==> src/hdl/mic_meter_defs.svh <==
`ifndef MIC_METER_DEFS_SVH
`define MIC_METER_DEFS_SVH

// --------------------------------------------------
// Board I/O widths

`define W_KEY           4
`define W_SW            10
`define W_LED           18
`define W_DIGIT         4

// Bar graph gets what is left after the decimal points
`define W_BAR           (`W_LED - `W_DIGIT)

// --------------------------------------------------
// Microphone and display timing

`define W_SAMPLE        24      // INMP441 word width

// Half period of the I2S bit clock in clk cycles
`define I2S_SCK_DIV     4

`define SCAN_DIV        16      // Cycles per digit strobe

`endif

==> src/hdl/mic_meter_pkg.sv <==
`default_nettype none

`include "mic_meter_defs.svh"

package mic_meter_pkg;

    // --------------------------------------------------
    // Microphone sample as delivered by the I2S receiver

    typedef struct packed
    {
        logic signed [`W_SAMPLE - 1:0] value;  // Holds until next pulse
        logic                          valid;  // One clk pulse per frame
    } mic_sample_t;

    // --------------------------------------------------
    // Dynamically scanned seven-segment bus

    typedef struct packed
    {
        logic [7:0]            abcdefgh;  // Segment a in MSB, dp in LSB
        logic [`W_DIGIT - 1:0] digit;     // One-hot strobe
    } seg_bus_t;

endpackage

`default_nettype wire

==> src/hdl/i2s_mic_receiver.sv <==
`timescale 1ns/1ps
`default_nettype none

`include "mic_meter_defs.svh"

module i2s_mic_receiver
    import mic_meter_pkg::*;
(
    input  logic        clk,
    input  logic        rst,
    input  logic        sd,
    output logic        sck,
    output logic        ws,
    output mic_sample_t sample
);

    localparam int         div_w     = $clog2(`I2S_SCK_DIV + 1);
    localparam logic [4:0] first_bit = 5'd1;            // One bit clock after ws edge
    localparam logic [4:0] last_bit  = 5'(`W_SAMPLE);

    logic [div_w - 1:0]     div_cnt;
    logic                   sck_edge;
    logic                   sck_rise;
    logic                   sck_fall;
    logic [5:0]             slot_cnt;
    logic [`W_SAMPLE - 1:0] shift_reg;
    logic                   capture;
    logic                   word_done;

    // --------------------------------------------------
    // Bit clock divider

    assign sck_edge = (div_cnt == div_w'(`I2S_SCK_DIV - 1));
    assign sck_rise = sck_edge & ~sck;
    assign sck_fall = sck_edge &  sck;

    always_ff @(posedge clk or posedge rst)
        if (rst)
        begin
            div_cnt <= '0;
            sck     <= 1'b0;
        end
        else if (sck_edge)
        begin
            div_cnt <= '0;
            sck     <= ~sck;
        end
        else
            div_cnt <= div_cnt + 1'b1;

    // --------------------------------------------------
    // Slot counter, 64 bit clocks per frame

    // Starts at the end of a right slot so the first frame is clean
    always_ff @(posedge clk or posedge rst)
        if (rst)
            slot_cnt <= '1;
        else if (sck_fall)
            slot_cnt <= slot_cnt + 1'b1;

    assign ws = slot_cnt[5];                            // Low in the left slot

    // --------------------------------------------------
    // Left slot capture, MSB first

    assign capture = sck_rise & ~ws
                   & (slot_cnt[4:0] >= first_bit)
                   & (slot_cnt[4:0] <= last_bit);

    always_ff @(posedge clk)
        if (capture)
            shift_reg <= {shift_reg[`W_SAMPLE - 2:0], sd};

    always_ff @(posedge clk or posedge rst)
        if (rst)
        begin
            word_done    <= 1'b0;
            sample.valid <= 1'b0;
            sample.value <= '0;
        end
        else
        begin
            word_done    <= capture & (slot_cnt[4:0] == last_bit);
            sample.valid <= word_done;
            if (word_done)
                sample.value <= shift_reg;              // Right slot never lands here
        end

endmodule

`default_nettype wire

==> src/hdl/level_tracker.sv <==
`timescale 1ns/1ps
`default_nettype none

`include "mic_meter_defs.svh"

module level_tracker
    import mic_meter_pkg::*;
(
    input  logic                   clk,
    input  logic                   rst,
    input  logic                   clear,
    input  mic_sample_t            sample,
    output logic [`W_SAMPLE - 2:0] peak,
    output logic [`W_BAR - 1:0]    bar
);

    localparam int idx_w    = $clog2(`W_SAMPLE);
    localparam int bar_base = `W_SAMPLE - 2 - `W_BAR;   // MSB index lighting no LED

    logic [`W_SAMPLE - 1:0] abs_full;
    logic [`W_SAMPLE - 2:0] magnitude;
    logic [idx_w - 1:0]     msb_idx;
    logic [idx_w - 1:0]     lit_cnt;

    // --------------------------------------------------
    // Magnitude and peak hold

    assign abs_full  = sample.value[`W_SAMPLE - 1] ? -sample.value : sample.value;
    assign magnitude = abs_full[`W_SAMPLE - 1] ? '1 : abs_full[`W_SAMPLE - 2:0]; // Most negative

    always_ff @(posedge clk or posedge rst)
        if (rst)
            peak <= '0;
        else if (clear)
            peak <= '0;
        else if (sample.valid && magnitude > peak)
            peak <= magnitude;

    // --------------------------------------------------
    // Bar graph from the MSB position of the peak

    always_comb
    begin
        msb_idx = '0;
        for (int i = 0; i < `W_SAMPLE - 1; i++)
            if (peak[i])
                msb_idx = idx_w'(i);                    // Highest set bit wins
    end

    assign lit_cnt = (msb_idx > idx_w'(bar_base)) ? msb_idx - idx_w'(bar_base) : '0;

    always_ff @(posedge clk or posedge rst)
        if (rst)
            bar <= '0;
        else
            for (int i = 0; i < `W_BAR; i++)
                bar[i] <= (idx_w'(i) < lit_cnt);        // Thermometer from LED 0

endmodule

`default_nettype wire

==> src/hdl/seg_scan_display.sv <==
`timescale 1ns/1ps
`default_nettype none

`include "mic_meter_defs.svh"

module seg_scan_display
    import mic_meter_pkg::*;
(
    input  logic                          clk,
    input  logic                          rst,
    input  logic                          mode,
    input  logic signed [`W_SAMPLE - 1:0] sample_value,
    input  logic        [`W_SAMPLE - 2:0] peak,
    output seg_bus_t                      seg
);

    localparam int cnt_w  = $clog2(`SCAN_DIV);
    localparam int word_w = 4 * `W_DIGIT;

    logic [cnt_w - 1:0]    scan_cnt;
    logic [`W_DIGIT - 1:0] strobe;
    logic [word_w - 1:0]   word;
    logic [3:0]            nibble;
    logic [6:0]            glyph;
    logic                  dp;

    // --------------------------------------------------
    // Digit scan

    always_ff @(posedge clk or posedge rst)
        if (rst)
        begin
            scan_cnt <= '0;
            strobe   <= `W_DIGIT'(1);
        end
        else if (scan_cnt == cnt_w'(`SCAN_DIV - 1))
        begin
            scan_cnt <= '0;
            strobe   <= {strobe[`W_DIGIT - 2:0], strobe[`W_DIGIT - 1]};
        end
        else
            scan_cnt <= scan_cnt + 1'b1;

    // --------------------------------------------------
    // Word and nibble select

    assign word = mode ? peak[`W_SAMPLE - 2 -: word_w]         // Peak bits 22..7
                       : sample_value[`W_SAMPLE - 1 -: word_w]; // Sample bits 23..8

    always_comb
    begin
        nibble = '0;
        for (int i = 0; i < `W_DIGIT; i++)
            if (strobe[i])
                nibble = word[i * 4 +: 4];
    end

    assign dp = mode & strobe[0];                       // Marks peak mode

    // Hex glyphs, segments abcdefg
    always_comb
        case (nibble)
            4'h0:    glyph = 7'b1111110;
            4'h1:    glyph = 7'b0110000;
            4'h2:    glyph = 7'b1101101;
            4'h3:    glyph = 7'b1111001;
            4'h4:    glyph = 7'b0110011;
            4'h5:    glyph = 7'b1011011;
            4'h6:    glyph = 7'b1011111;
            4'h7:    glyph = 7'b1110000;
            4'h8:    glyph = 7'b1111111;
            4'h9:    glyph = 7'b1111011;
            4'ha:    glyph = 7'b1110111;
            4'hb:    glyph = 7'b0011111;                // Lower case b
            4'hc:    glyph = 7'b1001110;
            4'hd:    glyph = 7'b0111101;                // Lower case d
            4'he:    glyph = 7'b1001111;
            default: glyph = 7'b1000111;
        endcase

    // Strobe delayed along with the glyph
    always_ff @(posedge clk or posedge rst)
        if (rst)
        begin
            seg.abcdefgh <= '0;
            seg.digit    <= `W_DIGIT'(1);
        end
        else
        begin
            seg.abcdefgh <= {glyph, dp};
            seg.digit    <= strobe;
        end

endmodule

`default_nettype wire

==> src/hdl/lab_top.sv <==
`timescale 1ns/1ps
`default_nettype none

`include "mic_meter_defs.svh"

module lab_top
    import mic_meter_pkg::*;
(
    input  logic                clk,
    input  logic                rst,
    input  logic [`W_KEY - 1:0] key,
    input  logic [`W_SW  - 2:0] sw,
    output logic [`W_BAR - 1:0] led,
    output seg_bus_t            seg,
    input  logic                mic_sd,
    output logic                mic_sck,
    output logic                mic_ws
);

    mic_sample_t            sample;
    logic [`W_SAMPLE - 2:0] peak;

    // --------------------------------------------------

    i2s_mic_receiver i_receiver
    (
        .clk    ( clk     ),
        .rst    ( rst     ),
        .sd     ( mic_sd  ),
        .sck    ( mic_sck ),
        .ws     ( mic_ws  ),
        .sample ( sample  )
    );

    level_tracker i_tracker
    (
        .clk    ( clk     ),
        .rst    ( rst     ),
        .clear  ( key[0]  ),        // Held key clears the peak
        .sample ( sample  ),
        .peak   ( peak    ),
        .bar    ( led     )
    );

    seg_scan_display i_display
    (
        .clk          ( clk          ),
        .rst          ( rst          ),
        .mode         ( sw[0]        ),   // Up shows the peak
        .sample_value ( sample.value ),
        .peak         ( peak         ),
        .seg          ( seg          )
    );

endmodule

`default_nettype wire

==> src/hdl/board_top.sv <==
`timescale 1ns/1ps
`default_nettype none

`include "mic_meter_defs.svh"

module board_top
    import mic_meter_pkg::*;
(
    input  logic                clk,
    input  logic                rst,
    input  logic [`W_KEY - 1:0] key_n,
    input  logic [`W_SW  - 1:0] sw,
    output logic [9:0]          ledr,     // Top four carry the decimal points
    output logic [7:0]          ledg,
    output logic [6:0]          hex0,
    output logic [6:0]          hex1,
    output logic [6:0]          hex2,
    output logic [6:0]          hex3,
    input  logic                mic_sd,
    output logic                mic_sck,
    output logic                mic_ws,
    output logic                mic_lr
);

    logic [`W_KEY - 1:0]        lab_key;
    logic [`W_SW  - 2:0]        lab_sw;
    logic [`W_BAR - 1:0]        lab_led;
    seg_bus_t                   lab_seg;
    logic [7:0]                 hgfedcba;
    logic [`W_DIGIT - 1:0][6:0] hex_q;
    logic [`W_DIGIT - 1:0]      dp_q;

    assign lab_key = ~key_n;                  // Keys are active low
    assign lab_sw  = sw[`W_SW - 2:0];         // Top switch not passed down

    // --------------------------------------------------

    lab_top i_lab_top
    (
        .clk     ( clk     ),
        .rst     ( rst     ),
        .key     ( lab_key ),
        .sw      ( lab_sw  ),
        .led     ( lab_led ),
        .seg     ( lab_seg ),
        .mic_sd  ( mic_sd  ),
        .mic_sck ( mic_sck ),
        .mic_ws  ( mic_ws  )
    );

    assign mic_lr = 1'b0;                     // Left channel

    // --------------------------------------------------
    // Static digits from the scanned bus

    // HEX pins run segment a on bit 0
    always_comb
        for (int i = 0; i < 8; i++)
            hgfedcba[i] = lab_seg.abcdefgh[7 - i];

    // Each digit keeps its last glyph between strobes
    always_ff @(posedge clk or posedge rst)
        if (rst)
        begin
            hex_q <= '1;                      // Blank
            dp_q  <= '0;
        end
        else
            for (int i = 0; i < `W_DIGIT; i++)
                if (lab_seg.digit[i])
                begin
                    hex_q[i] <= ~hgfedcba[6:0];
                    dp_q[i]  <=  hgfedcba[7];
                end

    assign hex0 = hex_q[0];
    assign hex1 = hex_q[1];
    assign hex2 = hex_q[2];
    assign hex3 = hex_q[3];

    // --------------------------------------------------
    // LED pins

    assign {ledr[9 - `W_DIGIT:0], ledg} = lab_led;
    assign ledr[9 -: `W_DIGIT]          = dp_q;

endmodule

`default_nettype wire

==> config.mk <==
export PLATFORM = sky130hd
export DESIGN_NAME = board_top
export DESIGN_NICKNAME = d
export VERILOG_FILES = /design/src/hdl/mic_meter_pkg.sv /design/src/hdl/i2s_mic_receiver.sv /design/src/hdl/level_tracker.sv /design/src/hdl/seg_scan_display.sv /design/src/hdl/lab_top.sv /design/src/hdl/board_top.sv
export VERILOG_INCLUDE_DIRS = /design/src /design/src/hdl
export SDC_FILE = /design/constraint.sdc
export NUM_CORES = 1
export LEC_CHECK = 0
export BUFFER_PORTS_ARGS = -buffer_cell sky130_fd_sc_hd__buf_2
export CORE_ASPECT_RATIO = 0.75
export CORE_UTILIZATION = 61
export CTS_CLUSTER_SIZE = 30
export DETAILED_ROUTE_END_ITERATION = 16
export PLACE_DENSITY = 0.79
export SLEW_MARGIN = 15
export SYNTH_ARGS = -nofsm -noshare
export SYNTH_HDL_FRONTEND = slang
export SYNTH_SLANG_ARGS = --single-unit
export TNS_END_PERCENT = 100
==> constraint.sdc <==
create_clock -name clk -period 9.02 [get_ports clk]
set_input_delay 0.902 -clock clk [delete_from_list [all_inputs] [get_ports clk]]
set_output_delay 0.902 -clock clk [all_outputs]
set_load 0.01 [all_outputs]
# [Yosys cells after proc, flatten, opt, wreduce, memory -nomap -nowiden]
# Memories as Yosys holds them, arrays and structs flattened. A register that Yosys moved wholly into a read port is not among the register bits.
# Cells that the tools add are included.
[classes] addsub=5 mul=0 div=0 magnitude_cmp=18 n_eq_ne=3 n_shift=0 muxes=34 bitwise_logic=11 n_reduce_logical=2
[op_table] operator="5-bit two-way mux" n=22
[op_table] operator="23-bit two-way mux" n=3
[op_table] operator="4-bit by 5-bit < comparator with 1-bit output, first input constant" n=6
[op_table] operator="24-bit two-way mux" n=1
[op_table] operator="24-bit negation" n=1
[op_table] operator="23-bit > comparator" n=1
[op_table] operator="3-bit by 5-bit < comparator with 1-bit output, first input constant" n=4
[op_table] operator="4-bit two-way mux" n=5
[op_table] operator="16-bit two-way mux" n=1
[op_table] operator="1-bit by 5-bit < comparator with 1-bit output, first input constant" n=2
[op_table] operator="2-bit by 5-bit < comparator with 1-bit output, first input constant" n=2
[op_table] operator="1-bit bitwise AND" n=7
[op_table] operator="7-bit NOT" n=1
[op_table] operator="6-bit by 1-bit adder with 6-bit output, second input constant" n=1
[op_table] operator="5-bit == test, second input constant" n=1
[op_table] operator="5-bit by 1-bit >= comparator with 1-bit output, second input constant" n=1
[op_table] operator="5-bit by 4-bit > comparator with 1-bit output, second input constant" n=1
[op_table] operator="5-bit <= comparator, second input constant" n=1
[op_table] operator="5-bit by 4-bit subtractor with 5-bit output, second input constant" n=1
[op_table] operator="4-bit by 1-bit adder with 4-bit output, second input constant" n=1
[op_table] operator="4-bit == test, second input constant" n=1
[op_table] operator="3-bit by 1-bit adder with 3-bit output, second input constant" n=1
[op_table] operator="3-bit by 2-bit == test with 1-bit output, second input constant" n=1
[op_table] operator="3-bit two-way mux" n=1
[op_table] operator="other kinds (4)" n=6
[totals] regBits=149 latch_bits=0 ram_bits=0 romBits=112 wordCells=95 n_memories=1
[mem_list] name="(no name shown)" depth=16 word_bits=7 rd=1 rd_clocked_by_memory_dff=1 write_ports=0 line="seg_scan_display.sv:62" text="case (nibble)"

# [Logic depth before layout (Yosys ltp)]
# Gate-level depths: netlist (run 1).
[logic_depth] ltp_word=25 ltp_mapped=17 depth_no_buf=14

# [Cells and area by module]
# Synthesis (run 1) repeated with hierarchy kept, for this count alone.
[hier_totals] cells_unflattened=665 area_unflattened_um2=7584.8
[modules_own_cells] mod="level_tracker" n_inst=1 cells_each=338 area_each_um2=2911.5 seq_area_each_um2=925.9
[modules_own_cells] mod="i2s_mic_receiver" n_inst=1 cells_each=122 area_each_um2=2180.8 seq_area_each_um2=1629.1
[modules_own_cells] mod="board_top" n_inst=1 cells_each=103 area_each_um2=1246.2 seq_area_each_um2=835.8
[modules_own_cells] mod="seg_scan_display" n_inst=1 cells_each=102 area_each_um2=1246.2 seq_area_each_um2=503.0

# [Worst setup path before layout (run 1)]
# OpenSTA, ideal clock, no wires.
[synth_path] kind="flip-flop to flip-flop" startpoint="reg i_lab_top.i_receiver.sample[4] (netlist name)" endpoint="reg i_lab_top.i_tracker.peak[0]" setup_time_ns=0.094 t_arrival_ns=3.949 required_time_ns=8.926 path_slack_ns=4.977 stages_incl_launch_ff=16 n_path_buf=3 period_less_slack_ns=4.043 path_cell_list="dfrtp_1 -> buf_6 -> or4_1 -> buf_2 -> or3_1 -> or4_1 -> o21a_1 -> o21a_1 -> ha_1 -> nand4_1 -> nor4_1 -> o211a_1 -> o31a_1 -> clkbuf_1 -> nor2_1 -> a211oi_1"
[synth_via] elab_chain_len=6 word_cells_on_any_way=8 classes_between="add/sub (1); order compare (1); mux (4); reduce/logical (2)"
[synth_lines] element="24-bit negation" line="level_tracker.sv:28" text="assign abs_full = sample.value[`W_SAMPLE - 1] ? -sample.value : sample.value;"
[synth_lines] element="24-bit two-way mux (*)" line="level_tracker.sv:28"
[synth_lines] element="23-bit two-way mux (*)" line="level_tracker.sv:29" text="assign magnitude = abs_full[`W_SAMPLE - 1] ? '1 : abs_full[`W_SAMPLE - 2:0];"
[synth_lines] element="23-bit > comparator" line="level_tracker.sv:36" text="else if (sample.valid && magnitude > peak)"
[synth_lines] element="1-bit logical AND" line="level_tracker.sv:36"
[synth_lines] element="2-bit nonzero test (no source line)"
[synth_lines] element="end signal, assigned" line="level_tracker.sv:37" text="peak <= magnitude;"
[synth_lines] element="end, declared" line="level_tracker.sv:13" text="output logic [`W_SAMPLE - 2:0] peak,"
# Mark *: on every way between the ends. The rest lies on a longest branch, timed or not. The select of a mux whose other input is x is not followed.
# A chain may end at the register's enable or synchronous reset.

# [Final worst setup path (run 1)]
[layout_path] startpoint="reg i_lab_top.i_receiver.sample[4] (netlist name)" endpoint="reg i_lab_top.i_tracker.peak[19]"
[layout_via] elab_chain_len=6 word_cells_on_any_way=8 classes_between="add/sub (1); order compare (1); mux (4); reduce/logical (2)"
[layout_lines] element="24-bit negation" line="level_tracker.sv:28"
[layout_lines] element="24-bit two-way mux (*)" line="level_tracker.sv:28"
[layout_lines] element="23-bit two-way mux (*)" line="level_tracker.sv:29"
[layout_lines] element="23-bit > comparator" line="level_tracker.sv:36"
[layout_lines] element="1-bit logical AND" line="level_tracker.sv:36"
[layout_lines] element="2-bit nonzero test (no source line)"
# Marks and branches as above.

==> qor.yml, run 1 <==
detailed_routing:
  drc: 0
  wl_met3_um: 912
  num_vias: 5457
  wl_met1_um: 7668
  firstDrtPassIters: 7
  initialDrtViolationCount: 570
  drt-vias-per-instance: 6.070
  ant_nets: 0
  wl_per_cell_um: 17.96
  routed_wl_um: 16150
  route.met2.wl_um: 7375
  routed.top_layer: "met4"
min_path:
  hold_depth: 0
  hp-class: "reg -> reg"
  min_from: "i_lab_top.i_display.strobe[0]$_DFFE_PP1N_"
  worstHoldEndpoint: "i_lab_top.i_display.seg[0]$_DFF_PP1_"
global_route:
  grt_pass1_vias: 5320
  overflow: 0
  grt_pass1_wl_um: 26760
  antenna_found_initial: 0
  track_usage: 0.2789
  grt_start_max_net_pins: 82
logic_synthesis:
  synthArstFlopShare: 0.8389
  syn_inst: 682
  netlist_area_sq_mm: 0.007328
  synth_flop_cell: "dfrtp_1"
  synth_edf_count: 24
  ys_ff_latch: 149
  ys_warn_count: 0
  synth_nets: 735
  synthDistinctLibCells: 64
  ys_seq_area_frac: 0.5313
  syn_area_per_cell_sq_um: 10.75
critical_path:
  ff2ff_setup_slack_ps: 3900
  path_class: "reg -> reg"
  r2r-end: "i_lab_top.i_tracker.peak[19]$_DFFE_PP0P_"
  cp.arrival_ps: 5430
  crit_required_ps: 9330
  cp-end-kind: "register"
  path_max_fanout: 25
  r2r_cells: 12
  r2r_start: "i_lab_top.i_receiver.sample[4]$_DFFE_PP0P_"
  cp-start-kind: "register"
power:
  p_per_area_mw_per_mm2: 168.1
  ir_drop_mv: 0.1465
  leakage_nw: 3.841
cts:
  ctsResizeCount: 0
  cts_root_buf: "clkbuf_16"
  cts_made_buffers: 17
  htreeDepth: 4
  cts_tree: "done"
  clkTransAtPathRegs_ps: 60
  clk_latency_ps: 420
  post-cts-setup-buffers: 0
  cts_hold_buf: 0
  cts_buffer_depth: 2
  clock_sinks: 149
floorplan:
  die_w_um: 128.6
  core-area_sq_mm: 0.01166
  dieArea_sq_mm: 0.01246
  fp.dieH_um: 96.92
  start_util: 0.6287
  rows: 34
  io_pins: 66
finish:
  diodes: 0
  largest_register_ffs: 25
  area_growth_pct: 12.91
  nFillCells: 846
  drive_above_1_share: 0.2374
  nets: 777
sta:
  worst_slew_pin_slew_ps: 1038
  min_period_over_period: 0.5676
  fmax_ghz: 0.1953
  setup_violations: 0
  period_needed_ps: 5119
  rsz0062_at_grt: "false"
  fin_skew_ps: 7.222
  tns_ps: 0
  maxSlewHeadroom: 0.3079
  hold_violations: 0
  setup_slack_ps: 3901
  maxSlewViolCount: 0
job:
  max_cap_violations: 0
place:
  hpwl_um: 11210
  globalplace.congestion: 0.9658
  io_buffers: 52
  place_ws_ps: 3958
outcome:
  status: "complete, no violations"
cell usage after synthesis, types with 16 or more instances:
cell | n | share of area
nor2_1 | 52 | 0.027
dfrtp_1 | 89 | 0.30
inv_1 | 48 | 0.025
o21ai_0 | 32 | 0.022
a21oi_1 | 59 | 0.040
nor3_1 | 16 | 0.011
mux2_2 | 36 | 0.055
nand2_1 | 47 | 0.024
ha_1 | 36 | 0.061
dfstp_2 | 36 | 0.13
clkbuf_1 | 24 | 0.012
edfxtp_1 | 24 | 0.098
per-layer routing:
layer,up-vias,global-route usage
met4,0,0.09502
met3,26,0.05144
met1,2668,0.4119
met2,213,0.4146
li1,2550,-
met5,-,0
logic make-up after synthesis:
| logic type | after synthesis | synth area share |
|---|---|---|
| AND/OR/NAND/NOR | 179 | 0.1175 |
| AO/OA/AOI/OAI | 174 | 0.1528 |
| flip-flops | 149 | 0.5313 |
| buffers and inverters | 79 | 0.04337 |
| multiplexers | 51 | 0.07751 |
| adder cells (fa/ha/maj) | 36 | 0.06146 |
| XOR/XNOR | 13 | 0.01554 |
| other | 1 | 0.0005117 |
metrics by stage:
step	instance area, sq um	std cells	util	power, mW	hold WS [ps]
after floorplan	7328	682	-	0.7071	351.9
after global placement	7689	867	0.6596	0.7114	378.4
after detailed placement	7689	867	0.6596	0.7120	385.5
after CTS	8274	899	0.7099	1.402	397.2
after global routing	8274	899	0.7099	1.431	401.8
final	8274	899	0.7099	1.391	394.5
power by group:
part	switching, mW	total, mW	internal, mW	leakage [nW]
Combinational	0.0146	0.0167	0.00210	1.75
Clock	0.281	0.692	0.411	0.297
Sequential	0.000000000000000565	0.682	0.682	1.79
layout make-up:
| type | instances | area [sq um] | share of cell area |
|---|---|---|---|
| repair buffers | 54 | 275.3 | 0.03327 |
| clock buffers | 20 | 471.7 | 0.05701 |
| well taps | 162 | 202.7 | 0.02450 |
| flip-flops and latches | 149 | 3894 | 0.4706 |
| multi-input cells | 454 | 3134 | 0.3788 |
| inverters | 48 | 182.7 | 0.02208 |
| clock inverters | 12 | 113.9 | 0.01376 |
worst max-delay path by stage:
stage / startpoint / endpoint / slack [ps] / depth (start not counted)
floorplan: rst / dp_q[0]$_DFFE_PP0P_ / 4850 / 1
global placement: i_lab_top.i_receiver.sample[4]$_DFFE_PP0P_ / i_lab_top.i_tracker.peak[19]$_DFFE_PP0P_ / 4120 / 12
detailed placement: i_lab_top.i_receiver.sample[4]$_DFFE_PP0P_ / i_lab_top.i_tracker.peak[19]$_DFFE_PP0P_ / 3960 / 12
CTS: i_lab_top.i_receiver.sample[4]$_DFFE_PP0P_ / i_lab_top.i_tracker.peak[19]$_DFFE_PP0P_ / 3950 / 12
global route: i_lab_top.i_receiver.sample[4]$_DFFE_PP0P_ / i_lab_top.i_tracker.peak[22]$_DFFE_PP0P_ / 3550 / 12
finish: i_lab_top.i_receiver.sample[4]$_DFFE_PP0P_ / i_lab_top.i_tracker.peak[19]$_DFFE_PP0P_ / 3900 / 12
cell usage in the layout, fill, tap and decap left out, drive strengths merged, types with 9 or more instances in the layout:
cell | Yosys | layout
nand2 | 47 | 47
edfxtp | 24 | 24
nor3 | 16 | 16
ha | 36 | 36
nor2 | 53 | 53
buf | 7 | 54
dfrtp | 89 | 89
a211oi | 10 | 10
o21ai | 33 | 33
mux2 | 36 | 36
mux2i | 14 | 14
dfstp | 36 | 36
inv | 48 | 55
clkbuf | 24 | 20
a21oi | 59 | 59
a31oi | 11 | 11
nand3 | 9 | 9
critical path: stages, from the launching register on:
cell and delay (ps):
dfrtp_1 480, or4_1 680, or4_1 620, or3_1 540, a21o_1 240, o21ai_2 170
ha_1 180, nand4_1 160, nor4_1 460, o211a_1 290, o31a_1 810, nor3_1 110
a31o_2 250
(Power assumes the default switching activity.)
==> run 2, diff against run 1 <==
--- a/config.mk
+++ b/config.mk
@@ -8,10 +8,10 @@
 export LEC_CHECK = 0
 export BUFFER_PORTS_ARGS = -buffer_cell sky130_fd_sc_hd__buf_2
 export CORE_ASPECT_RATIO = 0.75
-export CORE_UTILIZATION = 61
+export CORE_UTILIZATION = 54
 export CTS_CLUSTER_SIZE = 30
 export DETAILED_ROUTE_END_ITERATION = 16
-export PLACE_DENSITY = 0.79
+export PLACE_DENSITY = 0.74
 export SLEW_MARGIN = 15
 export SYNTH_ARGS = -nofsm -noshare
 export SYNTH_HDL_FRONTEND = slang
==> constraint.sdc (replaced) <==
create_clock -name clk -period 4.7 [get_ports clk]
set_input_delay 0.47 -clock clk [delete_from_list [all_inputs] [get_ports clk]]
set_output_delay 0.47 -clock clk [all_outputs]
set_load 0.01 [all_outputs]
==> run 2 against run 1 <==
Register-to-register slack worse by 3600 ps. First-iteration DRC count is 31% lower. Non-clock buffer count is 7 higher. Sequential share of layout area fell by 0.45 points. Cell area rose by 0.97%. Combinational power grew 98%. Maximum frequency grew 16%. Core utilization decreased by 7.2 points. Hold slack worse by 170 ps. Clock-buffer cell count rose by 4. Global-route usage down 3.7 points. Critical path type unchanged. Critical endpoint unchanged. Largest cell class unchanged. Largest power group unchanged.
==> qor.yml, run 2 (synthesized netlist as in run 1, its figures left out) <==
sta:
  maxSlewHeadroom: 0.2806  # was 0.3079
  worst_slew_pin_slew_ps: 1079  # was 1038 ps
  fin_skew_ps: 9.873  # was 7.222 ps
  tns_ps: 0  # unchanged
  fmax_ghz: 0.2257  # was 0.1953 GHz
  rsz0062_at_grt: "false"  # unchanged
  period_needed_ps: 4430  # was 5119 ps
  maxSlewViolCount: 0  # unchanged
  min_period_over_period: 0.9425  # was 0.5676
  setup_violations: 0  # unchanged
  hold_violations: 0  # unchanged
detailed_routing:
  firstDrtPassIters: 5  # was 7
  drc: 0  # unchanged
  drt-vias-per-instance: 5.867  # was 6.070
  num_vias: 5368  # was 5457
  routed_wl_um: 15890  # was 16150 um
  wl_per_cell_um: 17.37  # was 17.96 um
  initialDrtViolationCount: 395  # was 570
  ant_nets: 0  # unchanged
finish:
  largest_register_ffs: 25  # unchanged
  drive_above_1_share: 0.2419  # was 0.2374
  seqCellArea_sq_mm: 0.003894  # unchanged
  stdcell_count: 915  # was 899
  diodes: 0  # unchanged
  nFillCells: 1018  # was 846
  nets: 784  # was 777
  final_common_cell: "dfrtp_1"  # unchanged
  multi_input_area_sq_mm: 0.003126  # was 0.003134 sq mm
  final_cell_mix: "89 x dfrtp_1, 58 x a21oi_1, 52 x nor2_1, 52 x buf_2"  # unchanged
  area_growth_pct: 14.00  # was 12.91%
power:
  leakage_nw: 3.881  # was 3.841 nW
  ir_drop_mv: 0.2818  # was 0.1465 mV
  p_per_area_mw_per_mm2: 324.2  # was 168.1 mW/mm^2
critical_path:
  cp_top_family: "simple AND/OR/NAND/NOR gates"  # unchanged
  path_class: "reg -> reg"  # unchanged
  crit_path_start: "i_lab_top.i_receiver.sample[1]$_DFFE_PP0P_"  # was i_lab_top.i_receiver.sample[4]$_DFFE_PP0P_
  path_max_fanout: 18  # was 25
  path_buf_inv: 2  # was 0
  slowest_stage: "or3b_2"  # was o31a_1
  cp-start-kind: "register"  # unchanged
  cp-end-kind: "register"  # unchanged
  cpPeakStageDelay_ps: 520  # was 810 ps
  crit_required_ps: 5010  # was 9330 ps
  cp.arrival_ps: 4740  # was 5430 ps
  r2r_start: "i_lab_top.i_receiver.sample[1]$_DFFE_PP0P_"  # was i_lab_top.i_receiver.sample[4]$_DFFE_PP0P_
  crit_chain: "inv_1 > ha_1 > or3b_2 > or3_1 > or4_1 > o21a_1 > o21a_1 > ha_1 > nand4_1 > nor4_1 > o211a_1 > o31a_1 > buf_4 > nor3_1 > a31o_2"  # was or4_1 > or4_1 > or3_1 > a21o_1 > o21ai_2 > ha_1 > nand4_1 > nor4_1 > o211a_1 > o31a_1 > nor3_1 > a31o_2
floorplan:
  io_pins: 66  # unchanged
  die_w_um: 136.5  # was 128.6 um
  core-area_sq_mm: 0.01311  # was 0.01166 sq mm
  dieArea_sq_mm: 0.01405  # was 0.01246 sq mm
  fp.dieH_um: 102.9  # was 96.92 um
  rows: 36  # was 34
  start_util: 0.5591  # was 0.6287
cts:
  cts_made_buffers: 17  # unchanged
  clk_latency_ps: 420  # about the same
  htreeDepth: 4  # unchanged
  cts_root_buf: "clkbuf_16"  # unchanged
  clock_sinks: 149  # unchanged
  post-cts-setup-buffers: 0  # unchanged
  ctsResizeCount: 0  # unchanged
  clkTransAtPathRegs_ps: 60  # about the same
  cts_tree: "done"  # unchanged
  cts_buffer_depth: 2  # unchanged
  cts_hold_buf: 0  # unchanged
place:
  hpwl_um: 11170  # was 11210 um
  place_inst: 883  # was 867
  globalplace.congestion: 0.9108  # was 0.9658
  io_buffers: 52  # unchanged
global_route:
  overflow: 0  # unchanged
  antenna_found_initial: 0  # unchanged
  grt_start_max_net_pins: 87  # was 82
  grt_pass1_wl_um: 25540  # was 26760 um
  track_usage: 0.2414  # was 0.2789
  grt_pass1_vias: 4935  # was 5320
job:
  max_cap_violations: 0  # unchanged
outcome:
  status: "complete, no violations"  # unchanged
min_path:
  hp-class: "in -> reg"  # was reg -> reg
  min_from: "mic_sd"  # was i_lab_top.i_display.strobe[0]$_DFFE_PP1N_
run 2: cell type report:
type                       instances  share of cell area
sequential                       149              0.4661
multi-input combinational        454              0.3741
clock buffer                      24             0.06680
timing repair buffer              61             0.03924
tap                              171             0.02561
inverter                          48             0.02187
clock inverter                     8            0.006290
run 2: metal layers:
metal / up-vias / track usage / part of all wire / wire, um
met2: 154 / 0.3401 / 0.43 / 6813
met1: 2630 / 0.3638 / 0.50 / 7984
met5: - / 0 / 0 / 0
li1: 2560 / - / - / -
met3: 24 / 0.05408 / 0.056 / 889
met4: 0 / 0.08632 / 0.013 / 206
run 2: final timing paths:
path                                                               end  slack, ps  depth (start not counted)
hold reg to reg                   i_lab_top.i_display.seg[0]$_DFF_PP1_        400                          0
setup / recovery              i_lab_top.i_tracker.peak[19]$_DFFE_PP0P_        270                         15
max in group asynchronous     i_lab_top.i_tracker.peak[14]$_DFFE_PP0P_       3280                          3
hold / removal             i_lab_top.i_receiver.shift_reg[0]$_DFFE_PP_        230                          1
min in group asynchronous    i_lab_top.i_display.scan_cnt[3]$_DFF_PP0_        290                          2
setup reg to reg              i_lab_top.i_tracker.peak[19]$_DFFE_PP0P_        270                         15
run 2: worst reg2reg max path: stages (launching register included):
cell     delay, ps
dfrtp_1        420
inv_1          100
ha_1           220
or3b_2         520
or3_1          370
or4_1          440
o21a_1         200
o21a_1         200
ha_1           330
nand4_1        150
nor4_1         390
o211a_1        240
o31a_1         170
buf_4          230
nor3_1          80
a31o_2         240
run 2: through the flow:
stage                     setup WS, ps  power, mW  hold slack (ps)  utilization  cell area [sq um]
final                            270.1      2.709            225.8       0.6374               8354
after global routing             47.88      2.793            209.4       0.6374               8354
after CTS                        327.0      2.735            217.0       0.6374               8354
after detailed placement         347.6      1.367            384.8       0.5908               7744
after global placement           427.2      1.366            383.7       0.5908               7744
after floorplan                  657.2      1.357            351.9            -               7328
run 2: power breakdown:
part | leakage (nW) | total [mW] | switching (mW) | internal, mW
Combinational | 1.79 | 0.0330 | 0.0289 | 0.00404
Clock | 0.303 | 1.37 | 0.531 | 0.834
Sequential | 1.79 | 1.31 | 0.00000000000000108 | 1.31
==> run 3, diff against run 2 <==
--- a/config.mk
+++ b/config.mk
@@ -12,6 +12,7 @@
 export CTS_CLUSTER_SIZE = 30
 export DETAILED_ROUTE_END_ITERATION = 16
 export PLACE_DENSITY = 0.74
+export SETUP_SLACK_MARGIN = 0.3
 export SLEW_MARGIN = 15
 export SYNTH_ARGS = -nofsm -noshare
 export SYNTH_HDL_FRONTEND = slang
==> run 3 against run 2 <==
Global-route usage unchanged. Die area unchanged. Cell count up 0.33%. Power about the same. Clock power about the same. Sequential share of layout area down 0.37 points. First-iteration DRC count up 9.4%. Sequential power about the same. Largest cell class unchanged.
==> qor.yml, run 3 (synthesized netlist as in run 1, its figures left out) <==
cts:
  cts_tree: "done"  # unchanged
  htreeDepth: 4  # unchanged
  clk_latency_ps: 420  # about the same
  cts_root_buf: "clkbuf_16"  # unchanged
  cts_buffer_depth: 2  # unchanged
  clkTransAtPathRegs_ps: 60  # about the same
  cts_made_buffers: 17  # unchanged
  cts_hold_buf: 0  # unchanged
  clock_sinks: 149  # unchanged
critical_path:
  crit_required_ps: 5020  # was 5010 ps
  r2r_cells: 16  # was 15
  r2r_start: "i_lab_top.i_receiver.sample[1]$_DFFE_PP0P_"  # unchanged
  cp-start-kind: "register"  # unchanged
  path_max_fanout: 13  # was 18
  cp-end-kind: "register"  # unchanged
  cp.arrival_ps: 4570  # was 4740 ps
  ff2ff_setup_slack_ps: 450  # was 270 ps
  path_class: "reg -> reg"  # unchanged
  r2r-end: "i_lab_top.i_tracker.peak[15]$_DFFE_PP0P_"  # was i_lab_top.i_tracker.peak[19]$_DFFE_PP0P_
sta:
  worst_slew_pin_slew_ps: 1083  # was 1079 ps
  maxSlewViolCount: 0  # unchanged
  fin_skew_ps: 8.579  # was 9.873 ps
  timing.hold.ws_ps: 226.7  # was 225.8 ps
  fmax_ghz: 0.2354  # was 0.2257 GHz
  maxSlewHeadroom: 0.2780  # was 0.2806
  min_period_over_period: 0.9038  # was 0.9425
  setup_violations: 0  # unchanged
  setup_slack_ps: 452.0  # was 270.1 ps
  tns_ps: 0  # unchanged
  hold_violations: 0  # unchanged
  period_needed_ps: 4248  # was 4430 ps
  rsz0062_at_grt: "false"  # unchanged
finish:
  final_cell_mix: "89 x dfrtp_1, 58 x a21oi_1, 52 x nor2_1, 52 x buf_2"  # unchanged
  final_common_cell: "dfrtp_1"  # unchanged
  utilization: 0.6425  # was 0.6374
  area_growth_pct: 14.92  # was 14.00%
  nets: 787  # was 784
  multi_input_area_sq_mm: 0.003154  # was 0.003126 sq mm
  seqCellArea_sq_mm: 0.003894  # unchanged
  postLayoutCellArea_sq_mm: 0.008422  # was 0.008354 sq mm
  diodes: 0  # unchanged
  largest_register_ffs: 25  # unchanged
  drive_above_1_share: 0.2530  # was 0.2419
  nFillCells: 1008  # was 1018
  stdcell_count: 918  # was 915
global_route:
  grt_start_max_net_pins: 87  # unchanged
  antenna_found_initial: 0  # unchanged
  grt_pass1_wl_um: 25540  # unchanged
  track_usage: 0.2414  # unchanged
  grt_pass1_vias: 4935  # unchanged
  overflow: 0  # unchanged
floorplan:
  rows: 36  # unchanged
  io_pins: 66  # unchanged
  dieArea_sq_mm: 0.01405  # unchanged
  fp.dieH_um: 102.9  # unchanged
  die_w_um: 136.5  # unchanged
  start_util: 0.5591  # unchanged
  core-area_sq_mm: 0.01311  # unchanged
place:
  io_buffers: 52  # unchanged
  hpwl_um: 11170  # unchanged
  place_ws_ps: 347.6  # unchanged
  place_inst: 883  # unchanged
  globalplace.congestion: 0.9108  # unchanged
  place_area_sq_mm: 0.007744  # unchanged
min_path:
  hp-class: "in -> reg"  # unchanged
  min_from: "mic_sd"  # unchanged
  hold_depth: 1  # unchanged
  worstHoldEndpoint: "i_lab_top.i_receiver.shift_reg[0]$_DFFE_PP_"  # unchanged
detailed_routing:
  ant_nets: 0  # unchanged
  num_vias: 5401  # was 5368
  wl_per_cell_um: 17.48  # was 17.37 um
  drt-vias-per-instance: 5.883  # was 5.867
  drc: 0  # unchanged
  firstDrtPassIters: 5  # unchanged
  routed_wl_um: 16040  # was 15890 um
  initialDrtViolationCount: 432  # was 395
job:
  max_cap_violations: 0  # unchanged
power:
  p_per_area_mw_per_mm2: 321.7  # was 324.2 mW/mm^2
  ir_drop_mv: 0.2819  # was 0.2818 mV
  leakage_nw: 3.897  # was 3.881 nW
  power_mw: 2.709  # about the same
outcome:
  status: "complete, no violations"  # unchanged
[run 3: area by class of cell]
type / instances / share of cell area
clock buffers: 24 / 0.06626
clock inverters: 8 / 0.006240
inverters: 48 / 0.02169
multi-input cells: 454 / 0.3745
flip-flops and latches: 149 / 0.4623
well taps: 171 / 0.02540
repair buffers: 64 / 0.04353
[run 3: layer usage]
| layer | GRT usage | part of all wire | vias to the layer above |
|---|---|---|---|
| li1 | - | - | 2567 |
| met1 | 0.3638 | 0.49 | 2643 |
| met2 | 0.3401 | 0.43 | 168 |
| met3 | 0.05408 | 0.066 | 23 |
| met4 | 0.08632 | 0.014 | 0 |
| met5 | 0 | 0 | - |
[run 3: report_power, final]
| group | switching, mW | internal [mW] |
|---|---|---|
| registers | 0.00000000000000107 | 1.31 |
| logic | 0.0289 | 0.00404 |
| clock network | 0.532 | 0.834 |
[run 3: worst max-delay path, stage by stage, from the launching register on]
cell     delay, ps
dfrtp_1        420
inv_1          100
ha_2           210
or3b_2         510
or3_4          360
or4_1          440
o21a_1         210
o21a_1         200
ha_1           330
nand4_1        170
nor4_2         260
o211a_1        240
o31a_1         190
buf_6          170
buf_12         120
nand2_1         50
a21oi_1        180
[run 3: repair_timing]
| item | 4_1_cts | 5_1_grt |
|---|---|---|
| setup buffers | 0 | 3 |
| resized for setup | 0 | 7 |
| endpoints found under the setup margin | 0 | 22 |
[run 3: worst max path at each step]
stage,from,to,slack (ps),cells past startpoint
2_1_floorplan,i_lab_top.i_receiver.sample[4]$_DFFE_PP0P_,i_lab_top.i_tracker.peak[0]$_DFFE_PP0P_,660,15
3_3_place_gp,i_lab_top.i_receiver.sample[1]$_DFFE_PP0P_,i_lab_top.i_tracker.peak[19]$_DFFE_PP0P_,430,15
3_5_place_dp,i_lab_top.i_receiver.sample[1]$_DFFE_PP0P_,i_lab_top.i_tracker.peak[19]$_DFFE_PP0P_,350,15
4_1_cts,i_lab_top.i_receiver.sample[1]$_DFFE_PP0P_,i_lab_top.i_tracker.peak[19]$_DFFE_PP0P_,330,15
5_1_grt,i_lab_top.i_receiver.sample[1]$_DFFE_PP0P_,i_lab_top.i_tracker.peak[15]$_DFFE_PP0P_,290,16
6_report,i_lab_top.i_receiver.sample[1]$_DFFE_PP0P_,i_lab_top.i_tracker.peak[15]$_DFFE_PP0P_,450,16
